$ cat src/source/tilemap_pkg.sv
package tilemap_pkg;

	//////////////////////////////////////////////////
	// Address map and sizes
	//////////////////////////////////////////////////

	localparam int ram_addr_w = 14;
	localparam int tile_addr_w = 13;
	localparam int tile_ram_depth = 8192;

	localparam logic [ram_addr_w-1:0] layer_a_base = 14'h0000;
	localparam logic [ram_addr_w-1:0] layer_b_base = 14'h1000;
	localparam logic [ram_addr_w-1:0] reg_base = 14'h2000;

	// Offsets within one layer's register group, B group sits 4 above A
	localparam logic [1:0] reg_scroll_x_lo = 2'd0;
	localparam logic [1:0] reg_scroll_x_hi = 2'd1;
	localparam logic [1:0] reg_scroll_y = 2'd2;

	//////////////////////////////////////////////////
	// Slot schedule within one 8-pixel group
	//////////////////////////////////////////////////

	localparam logic [2:0] slot_a_attr = 3'd0;
	localparam logic [2:0] slot_a_code = 3'd1;
	localparam logic [2:0] slot_b_attr = 3'd2;
	localparam logic [2:0] slot_b_code = 3'd3;
	localparam logic [2:0] slot_cpu_first = 3'd4;
	localparam logic [2:0] slot_cpu_last = 3'd6;
	localparam logic [2:0] slot_valid = 3'd5;

	// Map size in tiles
	localparam int map_cols = 64;
	localparam int map_rows = 32;

	//////////////////////////////////////////////////
	// Types
	//////////////////////////////////////////////////

	typedef struct packed {
		logic cyc;
		logic stb;
		logic we;
		logic [ram_addr_w-1:0] adr;
		logic [7:0] dat_w;
	} wb_req_t;

	typedef struct packed {
		logic ack;
		logic [7:0] dat_r;
	} wb_rsp_t;

	typedef struct packed {
		logic [8:0] scroll_x;
		logic [7:0] scroll_y;
	} scroll_t;

	typedef struct packed {
		logic in_sync;
		logic [2:0] slot;
		logic [5:0] group;
		logic [7:0] line;
	} beam_t;

	typedef struct packed {
		logic en;
		logic we;
		logic [tile_addr_w-1:0] addr;
		logic [7:0] wdata;
	} ram_req_t;

	// Same 16-bit tile word, as stored and as decoded
	typedef union packed {
		struct packed {
			logic [7:0] attr;
			logic [7:0] code;
		} bytes;
		struct packed {
			logic [4:0] color;
			logic [2:0] code_hi;
			logic [7:0] code_lo;
		} fields;
	} tile_entry_u;

	typedef struct packed {
		logic [13:0] gfx_addr;
		logic [4:0] color;
		logic [2:0] fine_x;
	} tile_fetch_t;

endpackage

$ cat src/source/beam_timer.sv
`timescale 1ns/1ps

module beam_timer (
	input logic CLK_6M,
	input logic rst_n,
	input logic hsync_n,
	input logic vsync_n,
	output tilemap_pkg::beam_t beam,
	output logic tile_valid
);

	logic [2:0] slot_q;
	logic [5:0] group_q;
	logic [7:0] line_q;
	logic [7:0] line_next;
	logic hsync_q;
	logic hs_rise;

	assign hs_rise = hsync_n && !hsync_q;

	// Line value for the whole active line, already counted in its first cycle
	assign line_next = !vsync_n ? 8'd0 : (hs_rise ? line_q + 8'd1 : line_q);

	always_ff @(posedge CLK_6M or negedge rst_n) begin
		if (!rst_n) begin
			slot_q <= 3'd0;
			group_q <= 6'd0;
			line_q <= 8'd0;
			hsync_q <= 1'b1;
			tile_valid <= 1'b0;
		end else begin
			hsync_q <= hsync_n;
			line_q <= line_next;
			if (!hsync_n) begin
				slot_q <= 3'd0;
				group_q <= 6'd0;
			end else begin
				slot_q <= slot_q + 3'd1;
				if (&slot_q)
					group_q <= group_q + 6'd1;
			end
			// Strobe lands on the cycle where slot becomes slot_valid
			tile_valid <= hsync_n && vsync_n && (slot_q == tilemap_pkg::slot_valid - 3'd1);
		end
	end

	always_comb begin
		beam.in_sync = !hsync_n;
		beam.slot = slot_q;
		beam.group = group_q;
		beam.line = line_next;
	end

endmodule

$ cat config.mk
export PLATFORM = sky130hd
export DESIGN_NAME = beam_timer
export DESIGN_NICKNAME = d
export VERILOG_FILES = /design/src/source/tilemap_pkg.sv /design/src/source/beam_timer.sv
export SDC_FILE = /design/constraint.sdc
export NUM_CORES = 1
export LEC_CHECK = 0
export BUFFER_PORTS_ARGS = -buffer_cell sky130_fd_sc_hd__clkbuf_2
export CELL_PAD_IN_SITES_DETAIL_PLACEMENT = 1
export CELL_PAD_IN_SITES_GLOBAL_PLACEMENT = 2
export CORE_MARGIN = 4
export CORE_UTILIZATION = 28
export CTS_CLUSTER_SIZE = 28
export DETAILED_ROUTE_END_ITERATION = 8
export PLACE_DENSITY_LB_ADDON = 0.1
export SLEW_MARGIN = 10
export SYNTH_ARGS = -nofsm -noshare
export SYNTH_HDL_FRONTEND = slang
export SYNTH_SLANG_ARGS = --single-unit
$ cat constraint.sdc
create_clock -name CLK_6M -period 1.6 [get_ports CLK_6M]
set_clock_uncertainty 0.2 [all_clocks]
set_input_delay 0.24 -clock CLK_6M [delete_from_list [all_inputs] [get_ports CLK_6M]]
set_output_delay 0.24 -clock CLK_6M [all_outputs]
set_load 0.01 [all_outputs]
==> results.py <==
metrics = {
    "detailed_routing": {
        "totalWireLength_microns": 2595,
        "vias": 807,
        "drt-vias-per-instance": 4.483,
        "drc": 0,
        "drt-pass1-iter-count": 4,
        "drtAntennaViolNets": 0,
        "routedWlPerCell_microns": 14.42,
        "drtIter0Drc": 17,
    },
    "pwr": {
        "p_leak_nw": 0.6786,
        "power_uw": 882.2,
        "ir_worst_vdd_mv": 0.3695,
        "powerDensity_mw_per_mm2": 613.7,
    },
    "run": {
        "max_cap_violations": 0,
    },
    "place": {
        "dpl_cell_area_sq_mm": 0.001189,
        "place.gp.congestion": 0.7132,
        "dp_hpwl_microns": 1604,
        "port_buffers": 22,
    },
    "finish": {
        "area_growth_pct": 64.61,
        "fin_nets": 146,
        "ff_latch_area_sq_um": 476.7,
        "diodes": 0,
        "drive_gt1_share_pct": 55.15,
        "final_util_pct": 47.48,
        "multiInputGateArea_sq_um": 488.0,
        "fillers": 341,
        "design_area_sq_mm": 0.001438,
    },
    "timing": {
        "hold_viol": 0,
        "max_freq_ghz": 0.4538,
        "max_slew.worst_pin.slew_ps": 505.6,
        "hold_slack_ps": 3.217,
        "relSlewSlack_pct": 66.29,
        "rsz0062_at_grt": "true",
        "slew_violations": 0,
        "setup_viol": 10,
        "fin_setup_tns_ps": -4305,
        "fin_crit_sh_pct": 137.7,
        "fin_crit_ps": 2204,
        "worst_slack_ps": -603.7,
    },
    "critical_path": {
        "crit_fanout": 2,
        "critPathCaptureType": "output pin",
        "cp_data_required_time_ps": 1160,
        "crit_type": "flip-flop to output pin",
        "start_kind": "flip-flop",
        "crit_arrival_ps": 1760,
    },
    "floorplanning": {
        "core_sq_mm": 0.003028,
        "ios": 23,
        "die_w_microns": 63.85,
        "die_h_microns": 63.85,
        "dieArea_sq_mm": 0.004077,
        "rows": 20,
        "initial_core_util_pct": 28.84,
    },
    "global_routing": {
        "grt_pass1_wl_microns": 4678,
        "overflow": 0,
        "grt_pass1_vias": 906,
        "grt_max_degree": 20,
        "antenna_found_initial": 0,
        "grt_usage_pct": 15.24,
    },
    "synth": {
        "netlist_area_sq_um": 873.3,
        "ys_seq_area_share_pct": 54.58,
        "ys_ff_latch": 19,
        "synth_nets": 90,
        "syn_avg_cell_area_sq_um": 10.78,
        "ys_warn_count": 0,
        "synthCells": 81,
        "ys_types": 22,
    },
    "clocking": {
        "cts_tree": "yes",
        "cts_root_buffer": "clkbuf_4",
        "h-tree-depth": 1,
        "clk_latency_ps": 320,
        "cts.sinks": 19,
        "cts_buffers": 3,
        "cts_max_path_buffers": 2,
        "clk_pin_slew_ps": 130,
    },
    "worst_hold_path": {
        "hp-class": "input port to flip-flop",
    },
    "run_status": {
        "violations": "setup timing",
        "status": "finished with violations",
    },
}
through the flow:
| stage | std cells | worst slack, ps |
|---|---|---|
| 2_1_floorplan | 81 | -165.4 |
| 3_3_place_gp | 163 | -205.4 |
| 3_5_place_dp | 163 | -239.8 |
| 4_1_cts | 182 | -609.9 |
| 5_1_grt | 180 | -703.0 |
| 6_report | 180 | -603.7 |
per-layer routing:
layer / global-route usage [%] / up-vias / wire [microns]
met3: 4.394 / 3 / 94
met4: 4.043 / 0 / 22
met5: 0 / - / 0
met1: 18.57 / 396 / 1176
li1: - / 393 / -
met2: 26.06 / 15 / 1302
where the power goes:
part / internal (mW) / switching [mW] / total [mW]
sequential: 0.492 / 0.00825 / 0.500
combinational: 0.0511 / 0.0596 / 0.111
clock: 0.0938 / 0.178 / 0.271
total: 0.637 / 0.245 / 0.882
state kept, by name, indices dropped and copies added, names as in the netlist:
register,flops
hsync_q,1
tile_valid,1
slot_q,3
group_q,6
line_q,8
path summary, 6_finish.rpt:
path / start / to / slack, ps / cells after the start
worst min-delay path: vsync_n / line_q[3]$_DFF_PN0_ / 3 / 3
min in group asynchronous: rst_n / group_q[1]$_DFFE_PN0P_ / 190 / 2
worst max-delay path: line_q[0]$_DFF_PN0_ / beam[6] / -600 / 5
worst min register to register: slot_q[0]$_DFF_PN0_ / slot_q[0]$_DFF_PN0_ / 340 / 2
max in group asynchronous: rst_n / hsync_q$_DFF_PN1_ / 650 / 2
worst max register to register: line_q[0]$_DFF_PN0_ / line_q[6]$_DFF_PN0_ / -160 / 6
cell type report:
type                       count  area share, %
multi-input combinational     57          33.94
sequential                    19          33.16
timing repair buffer          51          25.85
tap                           44          3.829
clock buffer                   3          1.567
inverter                       5          1.305
clock inverter                 1         0.3481
layout by cell type (no fill, tap or decap), types with 3 or more instances in the layout:
master	n
a21oi_2	4
a21oi_4	3
buf_2	6
buf_4	20
buf_6	9
clkbuf_2	14
clkbuf_4	3
dfrtp_1	18
nand2_1	6
nor2_1	8
or3_4	3
xor2_1	4
logic make-up (layout without fill, tap and decap cells):
group | after synthesis | after routing | share of synthesized area [%]
buf+inv | 5 | 60 | 2.149
mux | 1 | 1 | 1.146
flops | 19 | 19 | 54.58
xor+xnor | 6 | 6 | 6.017
simple gates | 31 | 31 | 20.34
fa+ha+maj | 5 | 5 | 7.163
compound gates | 14 | 14 | 8.595
synthesized netlist by cell type:
library cell   n  area, sq um
dfrtp_1       18        450.4
nor2_1         8        30.03
a21oi_1        7        35.03
nand2_1        6        22.52
ha_1           5        62.56
o21ai_0        5        25.02
or3_1          4        25.02
xor2_1         4        35.03
inv_1          3        11.26
and2_1         2        12.51
clkinv_1       2        7.510
nand3_1        2        10.01
nand3b_1       2        15.01
nand4_1        2        12.51
o31ai_1        2        15.01
or4_1          2        15.01
xnor2_1        2        17.52
dfstp_2        1        26.28
mux2i_1        1        10.01
nand4b_4       1        23.77
nor2b_1        1        6.260
nor3_1         1        5.000
timing repair:
action / CTS / global route
setup endpoints to repair: 9 / 13
pin swaps: 13 / 10
buffers inserted: 13 / 5
hold buffers: 2 / 0
hold endpoints to repair: 20 / 0
resized for setup: 24 / 21
critical path, stage by stage, from the launching register on:
cell and delay, ps:
dfrtp_1 390, ha_2 200, inv_2 50, or4_4 530, a21oi_4 140, buf_2 140
Power figures use the tool's default switching activity.
