===== src/source/tilemap_pkg.sv =====
package tilemap_pkg;

	//////////////////////////////////////////////////
	// Address map and sizes
	//////////////////////////////////////////////////

	localparam int ram_addr_w = 14;
	localparam int tile_addr_w = 13;
	localparam int tile_ram_depth = 8192;

	localparam logic [ram_addr_w-1:0] layer_a_base = 14'h0000;
	localparam logic [ram_addr_w-1:0] layer_b_base = 14'h1000;
	localparam logic [ram_addr_w-1:0] reg_base = 14'h2000;

	// Offsets within one layer's register group, B group sits 4 above A
	localparam logic [1:0] reg_scroll_x_lo = 2'd0;
	localparam logic [1:0] reg_scroll_x_hi = 2'd1;
	localparam logic [1:0] reg_scroll_y = 2'd2;

	//////////////////////////////////////////////////
	// Slot schedule within one 8-pixel group
	//////////////////////////////////////////////////

	localparam logic [2:0] slot_a_attr = 3'd0;
	localparam logic [2:0] slot_a_code = 3'd1;
	localparam logic [2:0] slot_b_attr = 3'd2;
	localparam logic [2:0] slot_b_code = 3'd3;
	localparam logic [2:0] slot_cpu_first = 3'd4;
	localparam logic [2:0] slot_cpu_last = 3'd6;
	localparam logic [2:0] slot_valid = 3'd5;

	// Map size in tiles
	localparam int map_cols = 64;
	localparam int map_rows = 32;

	//////////////////////////////////////////////////
	// Types
	//////////////////////////////////////////////////

	typedef struct packed {
		logic cyc;
		logic stb;
		logic we;
		logic [ram_addr_w-1:0] adr;
		logic [7:0] dat_w;
	} wb_req_t;

	typedef struct packed {
		logic ack;
		logic [7:0] dat_r;
	} wb_rsp_t;

	typedef struct packed {
		logic [8:0] scroll_x;
		logic [7:0] scroll_y;
	} scroll_t;

	typedef struct packed {
		logic in_sync;
		logic [2:0] slot;
		logic [5:0] group;
		logic [7:0] line;
	} beam_t;

	typedef struct packed {
		logic en;
		logic we;
		logic [tile_addr_w-1:0] addr;
		logic [7:0] wdata;
	} ram_req_t;

	// Same 16-bit tile word, as stored and as decoded
	typedef union packed {
		struct packed {
			logic [7:0] attr;
			logic [7:0] code;
		} bytes;
		struct packed {
			logic [4:0] color;
			logic [2:0] code_hi;
			logic [7:0] code_lo;
		} fields;
	} tile_entry_u;

	typedef struct packed {
		logic [13:0] gfx_addr;
		logic [4:0] color;
		logic [2:0] fine_x;
	} tile_fetch_t;

endpackage


===== src/source/tilemap_layer.sv =====
`timescale 1ns/1ps

module tilemap_layer #(
	parameter int layer_id = 0
) (
	input logic CLK_6M,
	input logic rst_n,
	input tilemap_pkg::beam_t beam,
	input tilemap_pkg::scroll_t scroll,
	input logic [7:0] ram_rdata,
	output logic [tilemap_pkg::tile_addr_w-1:0] entry_addr,
	output tilemap_pkg::tile_fetch_t fetch
);

	localparam logic [tilemap_pkg::tile_addr_w-1:0] base = (layer_id == 0) ?
		tilemap_pkg::layer_a_base[tilemap_pkg::tile_addr_w-1:0] :
		tilemap_pkg::layer_b_base[tilemap_pkg::tile_addr_w-1:0];
	localparam logic [2:0] attr_slot = (layer_id == 0) ?
		tilemap_pkg::slot_a_attr : tilemap_pkg::slot_b_attr;
	localparam logic [2:0] code_slot = (layer_id == 0) ?
		tilemap_pkg::slot_a_code : tilemap_pkg::slot_b_code;
	localparam logic [2:0] fetch_slot = tilemap_pkg::slot_valid - 3'd1;
	localparam int col_w = $clog2(tilemap_pkg::map_cols);
	localparam int row_w = $clog2(tilemap_pkg::map_rows);

	logic [8:0] pix_x;
	logic [7:0] pix_y;
	logic [col_w-1:0] col;
	logic [row_w-1:0] row;
	logic cap_attr;
	logic cap_code;
	logic do_fetch;
	tilemap_pkg::tile_entry_u entry_q;
	tilemap_pkg::tile_entry_u entry_now;

	//////////////////////////////////////////////////
	// Entry address for the next pixel group
	//////////////////////////////////////////////////

	assign pix_x = {beam.group + 6'd1, 3'b000} + scroll.scroll_x;
	assign pix_y = beam.line + scroll.scroll_y;
	assign col = pix_x[8:3];
	assign row = pix_y[7:3];

	// Two bytes per entry, attr first
	assign entry_addr = base + {row, col, 1'b0};

	// RAM data shows up one slot after its address
	assign cap_attr = !beam.in_sync && (beam.slot == attr_slot + 3'd1);
	assign cap_code = !beam.in_sync && (beam.slot == code_slot + 3'd1);
	assign do_fetch = !beam.in_sync && (beam.slot == fetch_slot);

	always_ff @(posedge CLK_6M) begin
		if (cap_attr)
			entry_q.bytes.attr <= ram_rdata;
		if (cap_code)
			entry_q.bytes.code <= ram_rdata;
	end

	// Layer B's code byte arrives on the same edge as the fetch update
	always_comb begin
		entry_now = entry_q;
		if (cap_code)
			entry_now.bytes.code = ram_rdata;
	end

	//////////////////////////////////////////////////
	// Fetch result
	//////////////////////////////////////////////////

	always_ff @(posedge CLK_6M or negedge rst_n) begin
		if (!rst_n) begin
			fetch <= '0;
		end else if (do_fetch) begin
			fetch.gfx_addr <= {entry_now.fields.code_hi, entry_now.fields.code_lo, pix_y[2:0]};
			fetch.color <= entry_now.fields.color;
			fetch.fine_x <= scroll.scroll_x[2:0];
		end
	end

endmodule


===== config.mk =====
export PLATFORM = sky130hd
export DESIGN_NAME = tilemap_layer
export DESIGN_NICKNAME = d
export VERILOG_FILES = /design/src/source/tilemap_pkg.sv /design/src/source/tilemap_layer.sv
export SDC_FILE = /design/constraint.sdc
export NUM_CORES = 1
export LEC_CHECK = 0
export CAP_MARGIN = 20
export CORE_ASPECT_RATIO = 1.5
export CORE_MARGIN = 4
export CORE_UTILIZATION = 25
export CTS_CLUSTER_SIZE = 12
export DETAILED_ROUTE_END_ITERATION = 6
export DONT_BUFFER_PORTS = 1
export HOLD_SLACK_MARGIN = 0.1
export PLACE_DENSITY = 0.4
export SLEW_MARGIN = 0
export SYNTH_ARGS = -nofsm -noshare
export SYNTH_HDL_FRONTEND = slang
export SYNTH_SLANG_ARGS = --single-unit

===== constraint.sdc =====
create_clock -name CLK_6M -period 2.5 [get_ports CLK_6M]
set_clock_uncertainty 0.15 [all_clocks]
set_input_delay 0.375 -clock CLK_6M [delete_from_list [all_inputs] [get_ports CLK_6M]]
set_output_delay 0.375 -clock CLK_6M [all_outputs]
set_load 0.05 [all_outputs]

==> results.md <==
* Root buffer selected by CTS: clkbuf_16
* First-pass GRT wire length at 6320 µm
* Startpoint class of the critical path: primary input
* Arrival time at the worst endpoint at 1.88 ns
* Final Setup Violations at 0
* Worst reg2reg startpoint: fetch[7]
* Residual DRC at 0
* Post-synth EDFFs at 8
* Worst-case clock buffer depth at 2
* Biggest cell delay along the critical path at 0.40 ns
* Worst endpoint required time at 1.98 ns
* Seq/Total Area, Yosys at 48.6%
* Number of violations of the max-capacitance limit at 0
* Clk Latency, worst-skew pair at 0.28 ns
* Number of different library cells in the post-synthesis netlist at 33
* Starting density of the core at 25.7%
* Remaining Overflow, GRT at 0
* Most repeated cell in the gate-level netlist after synthesis: mux2_2
* Number of cells on the worst reg-to-reg path at 1
* Antenna Violating Nets Remaining at 0
* Cts bufs inserted at 5
* Clock tree from TritonCTS: yes
* Async set-reset flop share out of synthesis at 57.9%
* H-tree Lvls at 2
* Hold/Removal Path Class: in -> reg
* Area of the core at 7610 µm²
* Crit-path max FO at 3
* Top-area cell type share of the netlist area at 28.1%
* VDD IR-drop max at 0.000383 V
* Final net count at 235
* Most instantiated cells after synthesis: mux2_2 (28), dfrtp_1 (22), ha_1 (13)
* Gate Count Post-Synth at 152
* Capturing element type of the critical path: output port
* Floorplan die height at 116 µm
* Commonest register cell after synthesis: dfrtp_1
* DR WL/cell at 15.0 µm
* Antenna violations before repair at 0
* First drt pass iteration count at 3
* Number of instances on the worst hold path at 1
* Drt first-iter violations at 3
* Slew @ Worst Pin at 0.691 ns
* Post-CTS Setup Repair Bufs at 0
* Static Leakage at 1.04 nW
* Final worst-path cycle share at 96.3%
* Final-layout fill cell count at 791
* Highest clock frequency the design can meet at 415 MHz
* Worst slew margin relative to its limit at 53.7%
* Start-to-end type of the worst setup path: in -> out
* DPL Wire Length at 3200 µm
* Routed Wire Length at 4170 µm
* Site row count at 39
* Synthesized flop and latch total at 38
* P per Cell Area at 959 nW/µm²
* Total routing resource utilization after global routing at 8.85%
* Outcome: finished, final reports clean
* Synth-to-layout area growth at 26.0%
* Final Slew Violations at 0
* Routability Congestion at 0.649
* Maximum number of pins on one net before global-route repair at 23
* Average size of a mapped cell at 12.9 µm²
* Yosys top cell by area: dfrtp_1
* Cell area after synthesis at 1960 µm²
* Launching instance or port of the critical path: beam[0]
* Input/output buffers at 0
* Final hold violation count at 0
* Final hold slack at 0.107 ns
* Startpoint of the tightest hold check path: ram_rdata[4]
* Fraction of final layout cells sized beyond drive strength 1 at 30.1%
* Number of inserted diodes at 0
* Minimum period implied by the final worst setup slack at 2.41 ns
* Vias per inst at 4.42
* Setup TNS after final layout at 0 ns
* Via count of the first global-routing pass at 1276
* Number of placed I/O pins at 80
* Total clock sinks at 38
* Total number of vias at 1228
* Total Die Area at 9340 µm²
* Total of warnings raised by yosys at 0
* Clock transition time at the flip-flop clock pins of the worst setup and hold paths at 0.06 ns
* List of cells traversed by the critical path: ha_1 -> inv_1 -> fa_1 -> nor2b_1 -> o31a_1 -> or4_1 -> nand3_1 -> buf_12
* Unrepaired setup endpoints after global routing: no
* Cell with the largest stage delay on the worst path: or4_1
* DIE WIDTH at 80.2 µm
* Cell types with the largest area share after synthesis: dfrtp_1 (28%), mux2_2 (16%), edfxtp_1 (12%), ha_1 (8.3%), dfxtp_1 (8.2%)
state kept, by name (all words and copies together), names as in the netlist:
signal,cells
fetch,22
entry_q,16
path summary, 6_finish.rpt:
| path | slack, ns | to |
|---|---|---|
| max | 0.09 | entry_addr[10] |
| min | 0.11 | entry_q[4] |
| max reg2reg | 1.30 | fetch[7] |
| min reg2reg | 0.32 | fetch[7] |
| max in group asynchronous | 1.66 | fetch[9] |
| min in group asynchronous | 0.38 | fetch[17] |
stage by stage:
stage	power, mW	setup WS [ns]	util, %	std cells	area, µm²
after detailed placement	1.74	0.0504	28.6	257	2180
after CTS	2.40	0.0397	32.3	278	2460
after global placement	1.72	0.110	28.6	257	2180
after global routing	2.47	0.00745	32.4	278	2460
final	2.36	0.0925	32.4	278	2460
after floorplan	1.60	0.0217	-	153	1980
worst max-delay path, delay by kind of cell:
kind	cells	cell delay [ns]
compound gates	1	0.26
simple gates	3	0.60
fa+ha+maj	2	0.41
buf+inv	2	0.23
final cells by class:
cell class | count | area (µm²) | share of cell area [%]
Clock buffer | 5 | 125 | 5.08
Clock inverter | 3 | 20.0 | 0.812
Inverter | 11 | 41.3 | 1.68
Multi-Input combinational cell | 95 | 940 | 38.1
Sequential cell | 38 | 951 | 38.6
Tap cell | 102 | 128 | 5.18
Timing Repair Buffer | 24 | 260 | 10.6
cell families after synthesis:
| kind of cell | after synthesis | synth area share, % |
|---|---|---|
| fa+ha+maj | 15 | 10.4 |
| simple gates | 12 | 4.99 |
| xor+xnor | 14 | 6.27 |
| other cells | 1 | 0.192 |
| buf+inv | 20 | 5.31 |
| mux | 30 | 17.2 |
| compound gates | 22 | 7.10 |
| flops | 38 | 48.6 |
layer usage:
layer,vias up,routed length (µm),global-route usage [%]
met1,591,1500,8.81
met4,0,47,2.71
li1,577,-,-
met5,-,0,0
met2,55,2210,16.5
met3,5,419,3.63
placed cells by master, fill, tap and decap left out, drive strengths merged, types with 2 or more instances in the layout:
cell type    instances
a211oi               2
a21o                 3
a21oi                7
buf                 12
clkbuf               5
conb                 2
dfrtp               22
dfxtp                8
dlygate4sd3         12
edfxtp               8
fa                   2
ha                  13
inv                 12
mux2                29
nand3                3
nor4b                3
o211ai               2
o21ai                4
xnor2                9
xor2                 5
where the power goes:
part           switching (mW)  internal [mW]
logic                   0.293          0.258
registers               0.438          0.757
clock network           0.248          0.369
total                   0.979           1.38
timing repair:
item | in CTS | in global routing
hold buffers | 13 | 0
endpoints found under the setup margin | 0 | 1
endpoints found under the hold margin | 37 | 0
resized for setup | 0 | 2
Power figures use the tool's default switching activity.
