File: src/source/tilemap_pkg.sv
package tilemap_pkg;

	//////////////////////////////////////////////////
	// Address map and sizes
	//////////////////////////////////////////////////

	localparam int ram_addr_w = 14;
	localparam int tile_addr_w = 13;
	localparam int tile_ram_depth = 8192;

	localparam logic [ram_addr_w-1:0] layer_a_base = 14'h0000;
	localparam logic [ram_addr_w-1:0] layer_b_base = 14'h1000;
	localparam logic [ram_addr_w-1:0] reg_base = 14'h2000;

	// Offsets within one layer's register group, B group sits 4 above A
	localparam logic [1:0] reg_scroll_x_lo = 2'd0;
	localparam logic [1:0] reg_scroll_x_hi = 2'd1;
	localparam logic [1:0] reg_scroll_y = 2'd2;

	//////////////////////////////////////////////////
	// Slot schedule within one 8-pixel group
	//////////////////////////////////////////////////

	localparam logic [2:0] slot_a_attr = 3'd0;
	localparam logic [2:0] slot_a_code = 3'd1;
	localparam logic [2:0] slot_b_attr = 3'd2;
	localparam logic [2:0] slot_b_code = 3'd3;
	localparam logic [2:0] slot_cpu_first = 3'd4;
	localparam logic [2:0] slot_cpu_last = 3'd6;
	localparam logic [2:0] slot_valid = 3'd5;

	// Map size in tiles
	localparam int map_cols = 64;
	localparam int map_rows = 32;

	//////////////////////////////////////////////////
	// Types
	//////////////////////////////////////////////////

	typedef struct packed {
		logic cyc;
		logic stb;
		logic we;
		logic [ram_addr_w-1:0] adr;
		logic [7:0] dat_w;
	} wb_req_t;

	typedef struct packed {
		logic ack;
		logic [7:0] dat_r;
	} wb_rsp_t;

	typedef struct packed {
		logic [8:0] scroll_x;
		logic [7:0] scroll_y;
	} scroll_t;

	typedef struct packed {
		logic in_sync;
		logic [2:0] slot;
		logic [5:0] group;
		logic [7:0] line;
	} beam_t;

	typedef struct packed {
		logic en;
		logic we;
		logic [tile_addr_w-1:0] addr;
		logic [7:0] wdata;
	} ram_req_t;

	// Same 16-bit tile word, as stored and as decoded
	typedef union packed {
		struct packed {
			logic [7:0] attr;
			logic [7:0] code;
		} bytes;
		struct packed {
			logic [4:0] color;
			logic [2:0] code_hi;
			logic [7:0] code_lo;
		} fields;
	} tile_entry_u;

	typedef struct packed {
		logic [13:0] gfx_addr;
		logic [4:0] color;
		logic [2:0] fine_x;
	} tile_fetch_t;

endpackage

File: src/source/wb_cpu_port.sv
`timescale 1ns/1ps

module wb_cpu_port (
	input logic CLK_6M,
	input logic rst_n,
	input tilemap_pkg::wb_req_t wb_req,
	input logic cpu_done,
	input logic [7:0] cpu_rdata,
	output tilemap_pkg::wb_rsp_t wb_rsp,
	output tilemap_pkg::ram_req_t cpu_req,
	output tilemap_pkg::scroll_t scroll_a,
	output tilemap_pkg::scroll_t scroll_b
);

	logic access;
	logic is_ram;
	logic reg_hit;
	logic [2:0] reg_off;
	logic ram_start;
	logic reg_start;
	logic reg_write;
	logic ram_busy;
	logic ack_q;
	logic [7:0] rdata_q;
	logic [7:0] reg_rdata;

	function automatic tilemap_pkg::scroll_t write_scroll(input tilemap_pkg::scroll_t cur,
			input logic [1:0] off, input logic [7:0] d);
		tilemap_pkg::scroll_t nxt;
		nxt = cur;
		case (off)
			tilemap_pkg::reg_scroll_x_lo: nxt.scroll_x[7:0] = d;
			tilemap_pkg::reg_scroll_x_hi: nxt.scroll_x[8] = d[0];
			tilemap_pkg::reg_scroll_y: nxt.scroll_y = d;
			default: ;
		endcase
		return nxt;
	endfunction

	function automatic logic [7:0] read_scroll(input tilemap_pkg::scroll_t s,
			input logic [1:0] off);
		case (off)
			tilemap_pkg::reg_scroll_x_lo: return s.scroll_x[7:0];
			tilemap_pkg::reg_scroll_x_hi: return {7'd0, s.scroll_x[8]};
			tilemap_pkg::reg_scroll_y: return s.scroll_y;
			default: return 8'd0;
		endcase
	endfunction

	// Address decode, anything from reg_base up is register space
	assign access = wb_req.cyc && wb_req.stb;
	assign is_ram = wb_req.adr < tilemap_pkg::reg_base;
	assign reg_hit = wb_req.adr[tilemap_pkg::ram_addr_w-1:3] ==
		tilemap_pkg::reg_base[tilemap_pkg::ram_addr_w-1:3];
	assign reg_off = wb_req.adr[2:0];

	// No new cycle while ack is out, stb is still high then
	assign ram_start = access && is_ram && !ram_busy && !ack_q;
	assign reg_start = access && !is_ram && !ack_q;
	assign reg_write = reg_start && reg_hit && wb_req.we;

	always_comb begin
		reg_rdata = 8'd0;
		if (reg_hit)
			reg_rdata = read_scroll(reg_off[2] ? scroll_b : scroll_a, reg_off[1:0]);
	end

	// Tile RAM request stays up from stb until the arbiter finishes it
	always_comb begin
		cpu_req.en = ram_busy || ram_start;
		cpu_req.we = wb_req.we;
		cpu_req.addr = wb_req.adr[tilemap_pkg::tile_addr_w-1:0];
		cpu_req.wdata = wb_req.dat_w;
	end

	always_ff @(posedge CLK_6M or negedge rst_n) begin
		if (!rst_n) begin
			ack_q <= 1'b0;
			ram_busy <= 1'b0;
			scroll_a <= '0;
			scroll_b <= '0;
		end else begin
			ack_q <= reg_start || cpu_done;
			if (ram_start)
				ram_busy <= 1'b1;
			else if (cpu_done)
				ram_busy <= 1'b0;
			if (reg_write && !reg_off[2])
				scroll_a <= write_scroll(scroll_a, reg_off[1:0], wb_req.dat_w);
			if (reg_write && reg_off[2])
				scroll_b <= write_scroll(scroll_b, reg_off[1:0], wb_req.dat_w);
		end
	end

	// Read data for the ack cycle
	always_ff @(posedge CLK_6M) begin
		if (reg_start)
			rdata_q <= reg_rdata;
		else if (cpu_done)
			rdata_q <= cpu_rdata;
	end

	assign wb_rsp.ack = ack_q;
	assign wb_rsp.dat_r = rdata_q;

endmodule

File: config.mk
export PLATFORM = sky130hd
export DESIGN_NAME = wb_cpu_port
export DESIGN_NICKNAME = d
export VERILOG_FILES = /design/src/source/tilemap_pkg.sv /design/src/source/wb_cpu_port.sv
export SDC_FILE = /design/constraint.sdc
export NUM_CORES = 1
export LEC_CHECK = 0
export BUFFER_PORTS_ARGS = -buffer_cell sky130_fd_sc_hd__buf_4
export CAP_MARGIN = 20
export CORE_MARGIN = 4
export CORE_UTILIZATION = 50
export DETAILED_ROUTE_END_ITERATION = 7
export GPL_ROUTABILITY_DRIVEN = 0
export GPL_TIMING_DRIVEN = 0
export PLACE_DENSITY = 0.95
export SLEW_MARGIN = 0
export SYNTH_ARGS = -nofsm -noshare
export SYNTH_HDL_FRONTEND = slang
export SYNTH_SLANG_ARGS = --single-unit
File: constraint.sdc
create_clock -name CLK_6M -period 6.2 [get_ports CLK_6M]
set_input_delay 0.93 -clock CLK_6M [delete_from_list [all_inputs] [get_ports CLK_6M]]
set_output_delay 0.93 -clock CLK_6M [all_outputs]
set_load 0.01 [all_outputs]
==> metrics.csv, run 1 <==
stage;metric;value;unit
worst_setup_path;crit_path_frequent_cell;or4_4;
worst_setup_path;reg2reg_slack;3530;ps
synthesis;ys_ff_latch;44;
timing;rsz0062_at_grt;no;
global_route;grt_max_degree;37;
synthesis;avgSynthCellArea;13.90;sq um
timing;max_slew.worst_pin.slew;734.4;ps
flow_run;cap_violations;0;
worst_setup_path;cp-end-kind;register;
timing;clock.fmax;332.3;MHz
placement;io_buffers;99;
worst_setup_path;slowest_delay;640;ps
worst_setup_path;worstPathArrival;3190;ps
routing;drt-pass1-iter-count;4;
worst_setup_path;worst-path-buf-inv;1;
timing;slew_viol_final;0;
global_route;grt_use_total;21.19;%
worst_setup_path;startpoint_type;input pin;
clock_network;clk_latency;300;ps
synthesis;synth_top_area_share;40.52;%
floorplan;fp.coreArea;4144;sq um
final_layout;area_delta_synth_final;40.12;%
timing;setup_viol_count_final;0;
timing;relSlewSlack;51.04;%
routing;drt_iter0_drc;55;
global_route;overflow;0;
clock_network;post_cts_buffers;0;
synthesis;yosysTopAreaCell;dfrtp_1;
worst_setup_path;slowest_stage;nor4b_4;
synthesis;ys_seq_area_share;51.32;%
placement;place_inst;309;
final_layout;fin_nets;302;
clock_network;cts_htree_levels;2;
final_layout;final_cell_mix;buf_4, dfrtp_1, mux2_2, edfxtp_1, mux4_2;
worst_setup_path;crit_family;simple AND/OR/NAND/NOR gates;
synthesis;yosysWarnings;0;
floorplan;die_h;74.69;microns
timing;finalCritPeriodShare;48.53;%
clock_network;holdBufCountCts;0;
worst_setup_path;required;6380;ps
final_layout;antenna_cells;0;
routing;totalWireLength;5.678;mm
routing;ant_nets;0;
timing;min_period;3009;ps
worst_setup_path;r2r_cells;5;
clock_network;clk_path_buf_depth;2;
global_route;antenna_found_initial;0;
final_layout;final_common_cell;buf_4;
worst_setup_path;r2r-end;scroll_a[4];
final_layout;seqCellArea;1141;sq um
worst_hold_path;hold_path.startpoint;scroll_a[8];
final_layout;fillers;294;
synthesis;synthTopCellsByArea;dfrtp_1, mux2_2, edfxtp_1, buf_4, mux4_2;
worst_hold_path;hp-class;register to register;
worst_setup_path;crit_path_cell_trace;buf_4 -> or4_4 -> or4_4 -> nor4b_4 -> mux2_2;
clock_network;cts_buffers;5;
floorplan;die-area;5578;sq um
worst_setup_path;crit_type;input pin to register;
clock_network;cts_tree;done;
placement;dpl.hpwl;4.449;mm
global_route;grt_pass1_vias;1795;
routing;vias;1703;
synthesis;syn_nets;196;
routing;drc_errors;0;
global_route;grt_pass1_wl;8.852;mm
clock_network;cts.sinks;44;
floorplan;die_w;74.69;microns
power_and_ir_drop;total_power;0.5556;mW
worst_hold_path;hold_end;scroll_a[8];
final_layout;fin_util;75.18;%
synthesis;synth_cells;160;
timing;hold_viol;0;
floorplan;initial_core_util;53.65;%
routing;wl_per_cell;17.91;microns
final_layout;multi_input_area;882.1;sq um
floorplan;rows;23;
timing;tns;0;ps
worst_hold_path;min_delay_path_depth;1;
clock_network;cts-root-buf;clkbuf_8;
power_and_ir_drop;power-per-cell-area;178.3;nW/um^2
timing;hold_slack;531.8;ps
synthesis;netlist-cell-type-count;32;
clock_network;clk_pin_slew;80;ps
synthesis;netlist_area;2223;sq um
outcome;outcome;complete, no violations;
worst_setup_path;rr_startpoint;ack_q;
final_layout;final_cell_count_no_fill;317;
final_layout;final_layout_size_suffix_gt1_share;65.54;%
timing;skew;9.883;ps
worst_setup_path;crit_fanout;8;
floorplan;io_pins;102;
clock_network;ctsResizeCount;0;
power_and_ir_drop;vdd.ir_drop.worst;0.1460;mV
power_and_ir_drop;leakage;1.587;nW
routing;via_per_inst;5.372;
-- stage by stage --
step	instance area (sq um)	setup WS, ps
2_1_floorplan	2223	3239
3_3_place_gp	3029	2878
3_5_place_dp	3029	2860
4_1_cts	3115	3175
5_1_grt	3115	3129
6_report	3115	3191
-- sequential cells by signal (all words and copies together) (netlist names) --
register  count
ack_q         1
scroll_b     17
rdata_q       8
ram_busy      1
scroll_a     17
-- cells in the mapped netlist --
master and number:
nand4b_1 1, buf_2 1, and3_1 1, nand2_1 4
o31ai_1 1, or4_1 2, nor2_1 1, nor4b_4 2
mux4_2 7, and2_1 1, buf_1 1, or3_1 1
or4b_1 1, nand4_1 3, inv_1 1, or4_4 2
nor4_2 1, o21ai_0 6, nor2b_1 4, buf_4 23
mux2_1 1, nor4_1 1, clkbuf_1 4, nor3_1 2
nand3b_1 1, dfrtp_1 36, a22o_1 6, mux2_2 33
edfxtp_1 8, o211ai_1 1, nand2b_1 2, mux2i_1 1
-- layer usage --
metal,GRT usage (%),up-vias,wire length (microns)
met5,0,-,0
met4,4.348,0,43
met3,5.073,6,479
met2,38.24,72,3013
met1,25.98,843,2141
li1,-,782,-
-- final cells by class --
class | instances | share of cell area (%)
inverter | 1 | 0.1205
timing repair buffer | 99 | 23.86
clock buffer | 5 | 2.209
multi-input combinational | 86 | 28.31
buffer | 29 | 6.305
sequential | 44 | 36.63
clock inverter | 3 | 0.5622
tap | 50 | 2.008
-- where the power goes --
part	switching (mW)	leakage [nW]	internal (mW)
registers	0.00142	0.580	0.299
clock network	0.0965	0.0460	0.0787
logic	0.0356	0.961	0.0442
-- worst reg2reg max path, cell delays in order, from the launching register on --
cell      delay [ps]
dfrtp_1          410
nand4b_1         260
clkbuf_1         280
nor4_1           610
nand4_1          560
mux2_2           450
-- kinds of logic after synthesis --
family          synth area share, %
buf+inv                       9.003
mux                           24.76
flops                         51.32
simple gates                  10.52
compound gates                4.390
-- worst max-delay path by stage --
stage	start	to	slack, ps	cells past startpoint
5_1_grt	wb_req[21]	scroll_a[5]	3130	6
6_report	wb_req[13]	scroll_a[15]	3190	5
4_1_cts	wb_req[13]	scroll_a[12]	3180	5
3_5_place_dp	wb_req[13]	scroll_b[9]	2860	5
2_1_floorplan	wb_req[13]	scroll_a[10]	3240	4
3_3_place_gp	wb_req[13]	scroll_b[12]	2880	5
Power figures use the tool's default switching activity.
==> run 2: changes to the inputs <==
- CORE_UTILIZATION: 50 -> 42
- PLACE_DENSITY: 0.95 -> 0.87
- clock period: 6.2 -> 2.75 ns (I/O delays scaled with it)
==> metrics.csv, run 2 (same netlist as run 1, synthesis figures left out) <==
stage;metric;value;unit;change
routing;wl_per_cell;15.86;microns;was 17.91 microns
power_and_ir_drop;total_power;1.348;mW;was 0.5556 mW
power_and_ir_drop;combPwrFrac;13.2;%;was 14.4%
final_layout;area_delta_synth_final;42.71;%;was 40.12%
clock_network;clk_pin_slew;90;ps;was 80 ps
global_route;grt_use_total;17.02;%;was 21.19%
worst_setup_path;slowest_delay;680;ps;was 640 ps
global_route;grt_pass1_wl;8.286;mm;was 8.852 mm
routing;vias;1699;;was 1703
routing;drt_iter0_drc;74;;was 55
power_and_ir_drop;p_switching;0.3053;mW;was 0.1336 mW
routing;drt-pass1-iter-count;4;;unchanged
floorplan;die-area;6522;sq um;was 5578 sq um
clock_network;cts_buffers;5;;unchanged
worst_setup_path;reg2reg_slack;260;ps;was 3530 ps
timing;clock.fmax;396.9;MHz;
worst_hold_path;hp-class;input pin to async pin;;was register to register
global_route;grt_pass1_vias;1662;;was 1795
final_layout;final_cell_mix;buf_4, dfrtp_1, mux2_2, edfxtp_1, mux4_2;;unchanged
worst_setup_path;crit_type;input pin to register;;unchanged
global_route;antenna_found_initial;0;;unchanged
final_layout;fin_nets;303;;was 302
placement;place_ws;-99.43;ps;was 2860 ps
outcome;outcome;complete, no violations;;unchanged
power_and_ir_drop;swShare;22.64;%;was 24.05%
worst_setup_path;crit_path_cell_trace;buf_4 -> or4_4 -> or4_4 -> nor4b_4 -> mux2_2;;unchanged
timing;hold_viol;0;;unchanged
routing;totalWireLength;5.360;mm;was 5.678 mm
timing;finalCritPeriodShare;91.61;%;
floorplan;initial_core_util;43.53;%;was 53.65%
floorplan;rows;26;;was 23
final_layout;antenna_cells;0;;unchanged
placement;io_buffers;99;;unchanged
global_route;grt_max_degree;37;;unchanged
clock_network;holdBufCountCts;0;;unchanged
timing;hold_slack;48.99;ps;was 531.8 ps
final_layout;largestRegisters;scroll_a x17, scroll_b x17, rdata_q x8;;unchanged
floorplan;die_h;80.76;microns;was 74.69 microns
timing;max_slew.worst_pin.slew;764.7;ps;was 734.4 ps
clock_network;clk_path_buf_depth;2;;unchanged
routing;ant_nets;0;;unchanged
timing;skew;8.838;ps;was 9.883 ps
power_and_ir_drop;vdd.ir_drop.worst;0.2804;mV;was 0.1460 mV
worst_setup_path;startpoint_type;input pin;;unchanged
power_and_ir_drop;seqPwrFrac;50.2;%;was 54.1%
clock_network;clk_latency;300;ps;about the same
clock_network;cts_tree;done;;unchanged
power_and_ir_drop;power-per-cell-area;424.9;nW/um^2;was 178.3 nW/um^2
power_and_ir_drop;leakage;1.600;nW;was 1.587 nW
clock_network;cts-root-buf;clkbuf_8;;unchanged
timing;min_period;2519;ps;
floorplan;io_pins;102;;unchanged
global_route;overflow;0;;unchanged
clock_network;cts_htree_levels;2;;unchanged
final_layout;final_common_cell;buf_4;;unchanged
worst_setup_path;r2r_cells;4;;was 5
timing;slew_viol_final;0;;unchanged
timing;relSlewSlack;49.02;%;was 51.04%
placement;dpl.hpwl;4.045;mm;was 4.449 mm
final_layout;final_cell_count_no_fill;338;;was 317
worst_setup_path;slowest_stage;nor4b_4;;unchanged
timing;rsz0062_at_grt;no;;unchanged
worst_setup_path;worstPathArrival;2710;ps;was 3190 ps
power_and_ir_drop;clkPwrFrac;36.6;%;was 31.5%
worst_setup_path;cp-end-kind;register;;unchanged
timing;setup_viol_count_final;0;;unchanged
floorplan;fp.coreArea;5107;sq um;was 4144 sq um
worst_setup_path;crit_path_frequent_cell;or4_4;;unchanged
power_and_ir_drop;internal_power;1.043;mW;was 0.4220 mW
routing;drc_errors;0;;unchanged
timing;setup_ws;230.7;ps;was 3191 ps
clock_network;ctsResizeCount;0;;unchanged
floorplan;die_w;80.76;microns;was 74.69 microns
clock_network;cts.sinks;44;;unchanged
flow_run;cap_violations;0;;unchanged
worst_setup_path;required;2940;ps;was 6380 ps
worst_setup_path;crit_fanout;8;;unchanged
routing;via_per_inst;5.027;;was 5.372
placement;place_inst;329;;was 309
final_layout;final_layout_size_suffix_gt1_share;65.67;%;was 65.54%
run 2: worst max-delay path, delay by kind of cell:
family | cells | cell delay [ps]
simple gates | 3 | 1760
mux | 1 | 410
buf+inv | 1 | 110
run 2: path summary, 6_finish.rpt:
check / start / to
max in group asynchronous: rst_n / scroll_b[16]
max: wb_req[13] / scroll_a[14]
max reg2reg: ack_q / scroll_a[14]
min: rst_n / scroll_a[12]
min in group CLK_6M: cpu_done / ram_busy
min reg2reg: scroll_a[8] / scroll_a[8]
run 2: per-stage QoR:
stage               util, %  setup TNS [ps]  cell area, sq um
floorplan                 -               0              2223
global placement      59.80           -1441              3054
detailed placement    59.80           -2015              3054
CTS                   61.98               0              3166
global route          62.13               0              3173
finish                62.13               0              3173
run 2: repair_timing:
action,in CTS,in global routing
hold endpoints to repair,0,0
setup buffers,0,1
setup endpoints to repair,0,8
run 2: power groups by stage:
stage / combinational [mW] / sequential [mW] / clock (mW)
2_1_floorplan: 0.0708 / 0.695 / 0
3_5_place_dp: 0.180 / 0.691 / 0
3_3_place_gp: 0.178 / 0.690 / 0
5_1_grt: 0.195 / 0.678 / 0.528
4_1_cts: 0.181 / 0.677 / 0.496
6_report: 0.178 / 0.677 / 0.493
run 2: layout make-up:
type	count	area, sq um
clock inverter	3	42.54
clock buffer	5	68.82
multi-input combinational	86	882.1
fill	403	1934
timing repair buffer	100	750.7
sequential	44	1141
inverter	1	3.754
buffer	29	196.4
tap	70	87.58
run 2: routing by layer:
metal / routed length, microns / vias to the layer above / global-route usage [%] / share of wire [%]
li1: - / 791 / - / -
met1: 2211 / 828 / 21.30 / 41
met2: 2620 / 74 / 29.39 / 49
met3: 474 / 6 / 4.324 / 8.8
met4: 53 / 0 / 4.561 / 0.99
met5: 0 / - / 0 / 0
==> run 3: changes to the inputs <==
- MAX_ROUTING_LAYER: not set -> met4
==> metrics.csv, run 3 (same netlist as run 1, synthesis figures left out) <==
stage;metric;value;unit;change
power_and_ir_drop;swShare;22.55;%;was 22.64%
timing;finalCritPeriodShare;91.65;%;was 91.61%
routing;ant_nets;0;;unchanged
clock_network;holdBufCountCts;0;;unchanged
timing;hold_viol;0;;unchanged
outcome;outcome;complete, no violations;;unchanged
timing;hold_slack;50.84;ps;was 48.99 ps
clock_network;clk_latency;300;ps;about the same
global_route;antenna_found_initial;0;;unchanged
worst_setup_path;r2r_cells;4;;unchanged
power_and_ir_drop;clkPwrFrac;36.5;%;was 36.6%
power_and_ir_drop;internal_power;1.043;mW;about the same
routing;via_per_inst;5.041;;was 5.027
timing;rsz0062_at_grt;no;;unchanged
timing;relSlewSlack;49.03;%;was 49.02%
timing;clock.fmax;396.8;MHz;was 396.9 MHz
final_layout;final_cell_mix;buf_4, dfrtp_1, mux2_2, edfxtp_1, mux4_2;;unchanged
timing;setup_viol_count_final;0;;unchanged
global_route;grt_use_total;17.52;%;was 17.02%
timing;slew_viol_final;0;;unchanged
routing;drc_errors;0;;unchanged
timing;skew;7.305;ps;was 8.838 ps
power_and_ir_drop;seqPwrFrac;50.3;%;was 50.2%
routing;drt_iter0_drc;81;;was 74
final_layout;fin_nets;303;;unchanged
worst_setup_path;reg2reg_slack;260;ps;about the same
placement;dpl.hpwl;4.045;mm;unchanged
floorplan;initial_core_util;43.53;%;unchanged
worst_setup_path;startpoint_type;input pin;;unchanged
worst_setup_path;crit_fanout;8;;unchanged
final_layout;area_delta_synth_final;42.71;%;unchanged
clock_network;clk_pin_slew;90;ps;about the same
clock_network;cts_htree_levels;2;;unchanged
routing;vias;1704;;was 1699
power_and_ir_drop;leakage;1.600;nW;unchanged
final_layout;antenna_cells;0;;unchanged
worst_setup_path;worstPathArrival;2710;ps;about the same
power_and_ir_drop;p_switching;0.3037;mW;was 0.3053 mW
clock_network;cts.sinks;44;;unchanged
power_and_ir_drop;power-per-cell-area;424.4;nW/um^2;was 424.9 nW/um^2
floorplan;die_w;80.76;microns;unchanged
floorplan;rows;26;;unchanged
global_route;overflow;0;;unchanged
floorplan;die_h;80.76;microns;unchanged
power_and_ir_drop;combPwrFrac;13.2;%;about the same
worst_hold_path;hp-class;input pin to async pin;;unchanged
power_and_ir_drop;total_power;1.347;mW;was 1.348 mW
worst_setup_path;required;2940;ps;about the same
final_layout;final_common_cell;buf_4;;unchanged
worst_setup_path;cp-end-kind;register;;unchanged
final_layout;largestRegisters;scroll_a x17, scroll_b x17, rdata_q x8;;unchanged
clock_network;cts_tree;done;;unchanged
clock_network;cts-root-buf;clkbuf_8;;unchanged
timing;min_period;2520;ps;was 2519 ps
clock_network;ctsResizeCount;0;;unchanged
flow_run;cap_violations;0;;unchanged
routing;wl_per_cell;15.91;microns;was 15.86 microns
timing;max_slew.worst_pin.slew;764.5;ps;was 764.7 ps
floorplan;fp.coreArea;5107;sq um;unchanged
floorplan;io_pins;102;;unchanged
routing;totalWireLength;5.376;mm;was 5.360 mm
power_and_ir_drop;vdd.ir_drop.worst;0.2804;mV;about the same
clock_network;clk_path_buf_depth;2;;unchanged
final_layout;final_layout_size_suffix_gt1_share;65.67;%;unchanged
floorplan;die-area;6522;sq um;unchanged
global_route;grt_pass1_wl;8.293;mm;was 8.286 mm
routing;drt-pass1-iter-count;4;;unchanged
global_route;grt_pass1_vias;1660;;was 1662
global_route;grt_max_degree;37;;unchanged
clock_network;cts_buffers;5;;unchanged
placement;io_buffers;99;;unchanged
worst_setup_path;crit_type;input pin to register;;unchanged
==> run 3: cell counts in the layout (fill, tap and decap cells not counted) <==
No cell type changed its count.
==> run 3: area by class of cell <==
type	instances	area [sq um]
Fill cell	403	1934
Sequential cell	44	1141
Multi-Input combinational cell	86	882.1
Timing Repair Buffer	100	750.7
Buffer	29	196.4
Tap cell	70	87.58
Clock buffer	5	68.82
Clock inverter	3	42.54
Inverter	1	3.754
==> run 3: per-stage QoR <==
stage                     setup TNS (ps)  util [%]  setup slack, ps  instance area [sq um]  std cells
after detailed placement           -2015     59.80           -99.43                   3054        329
after global routing                   0     62.13            156.0                   3173        338
final                                  0     62.13            229.5                   3173        338
after CTS                              0     61.98            5.213                   3166        337
after global placement             -1441     59.80           -87.63                   3054        329
after floorplan                        0         -            306.9                   2223        160
==> run 3: final timing paths <==
kind                             start            to
max                         wb_req[13]  scroll_a[14]
min                              rst_n  scroll_a[12]
max reg2reg                      ack_q  scroll_a[14]
min reg2reg                scroll_a[8]   scroll_a[8]
max in group asynchronous        rst_n  scroll_b[16]
min in group CLK_6M           cpu_done      ram_busy
==> run 3: routing by layer <==
metal | global-route usage (%) | wire length, microns
met5 | - | 0
met4 | 4.561 | 53
met3 | 3.991 | 446
met2 | 29.39 | 2649
met1 | 21.52 | 2226
==> run 3: critical path: stages <==
cell     delay [ps]
buf_4           110
or4_4           540
or4_4           540
nor4b_4         680
mux2_2          410
==> run 3: timing repair <==
action | 4_1_cts | 5_1_grt
hold endpoints to repair | 0 | 0
buffers inserted | 0 | 1
endpoints found under the setup margin | 0 | 8
==> run 3: power by group through the flow <==
stage / Sequential (mW) / Combinational (mW) / Clock [mW]
after floorplan: 0.695 / 0.0708 / 0
after global placement: 0.690 / 0.178 / 0
after detailed placement: 0.691 / 0.180 / 0
after CTS: 0.677 / 0.181 / 0.496
after global routing: 0.678 / 0.195 / 0.528
final: 0.677 / 0.178 / 0.492
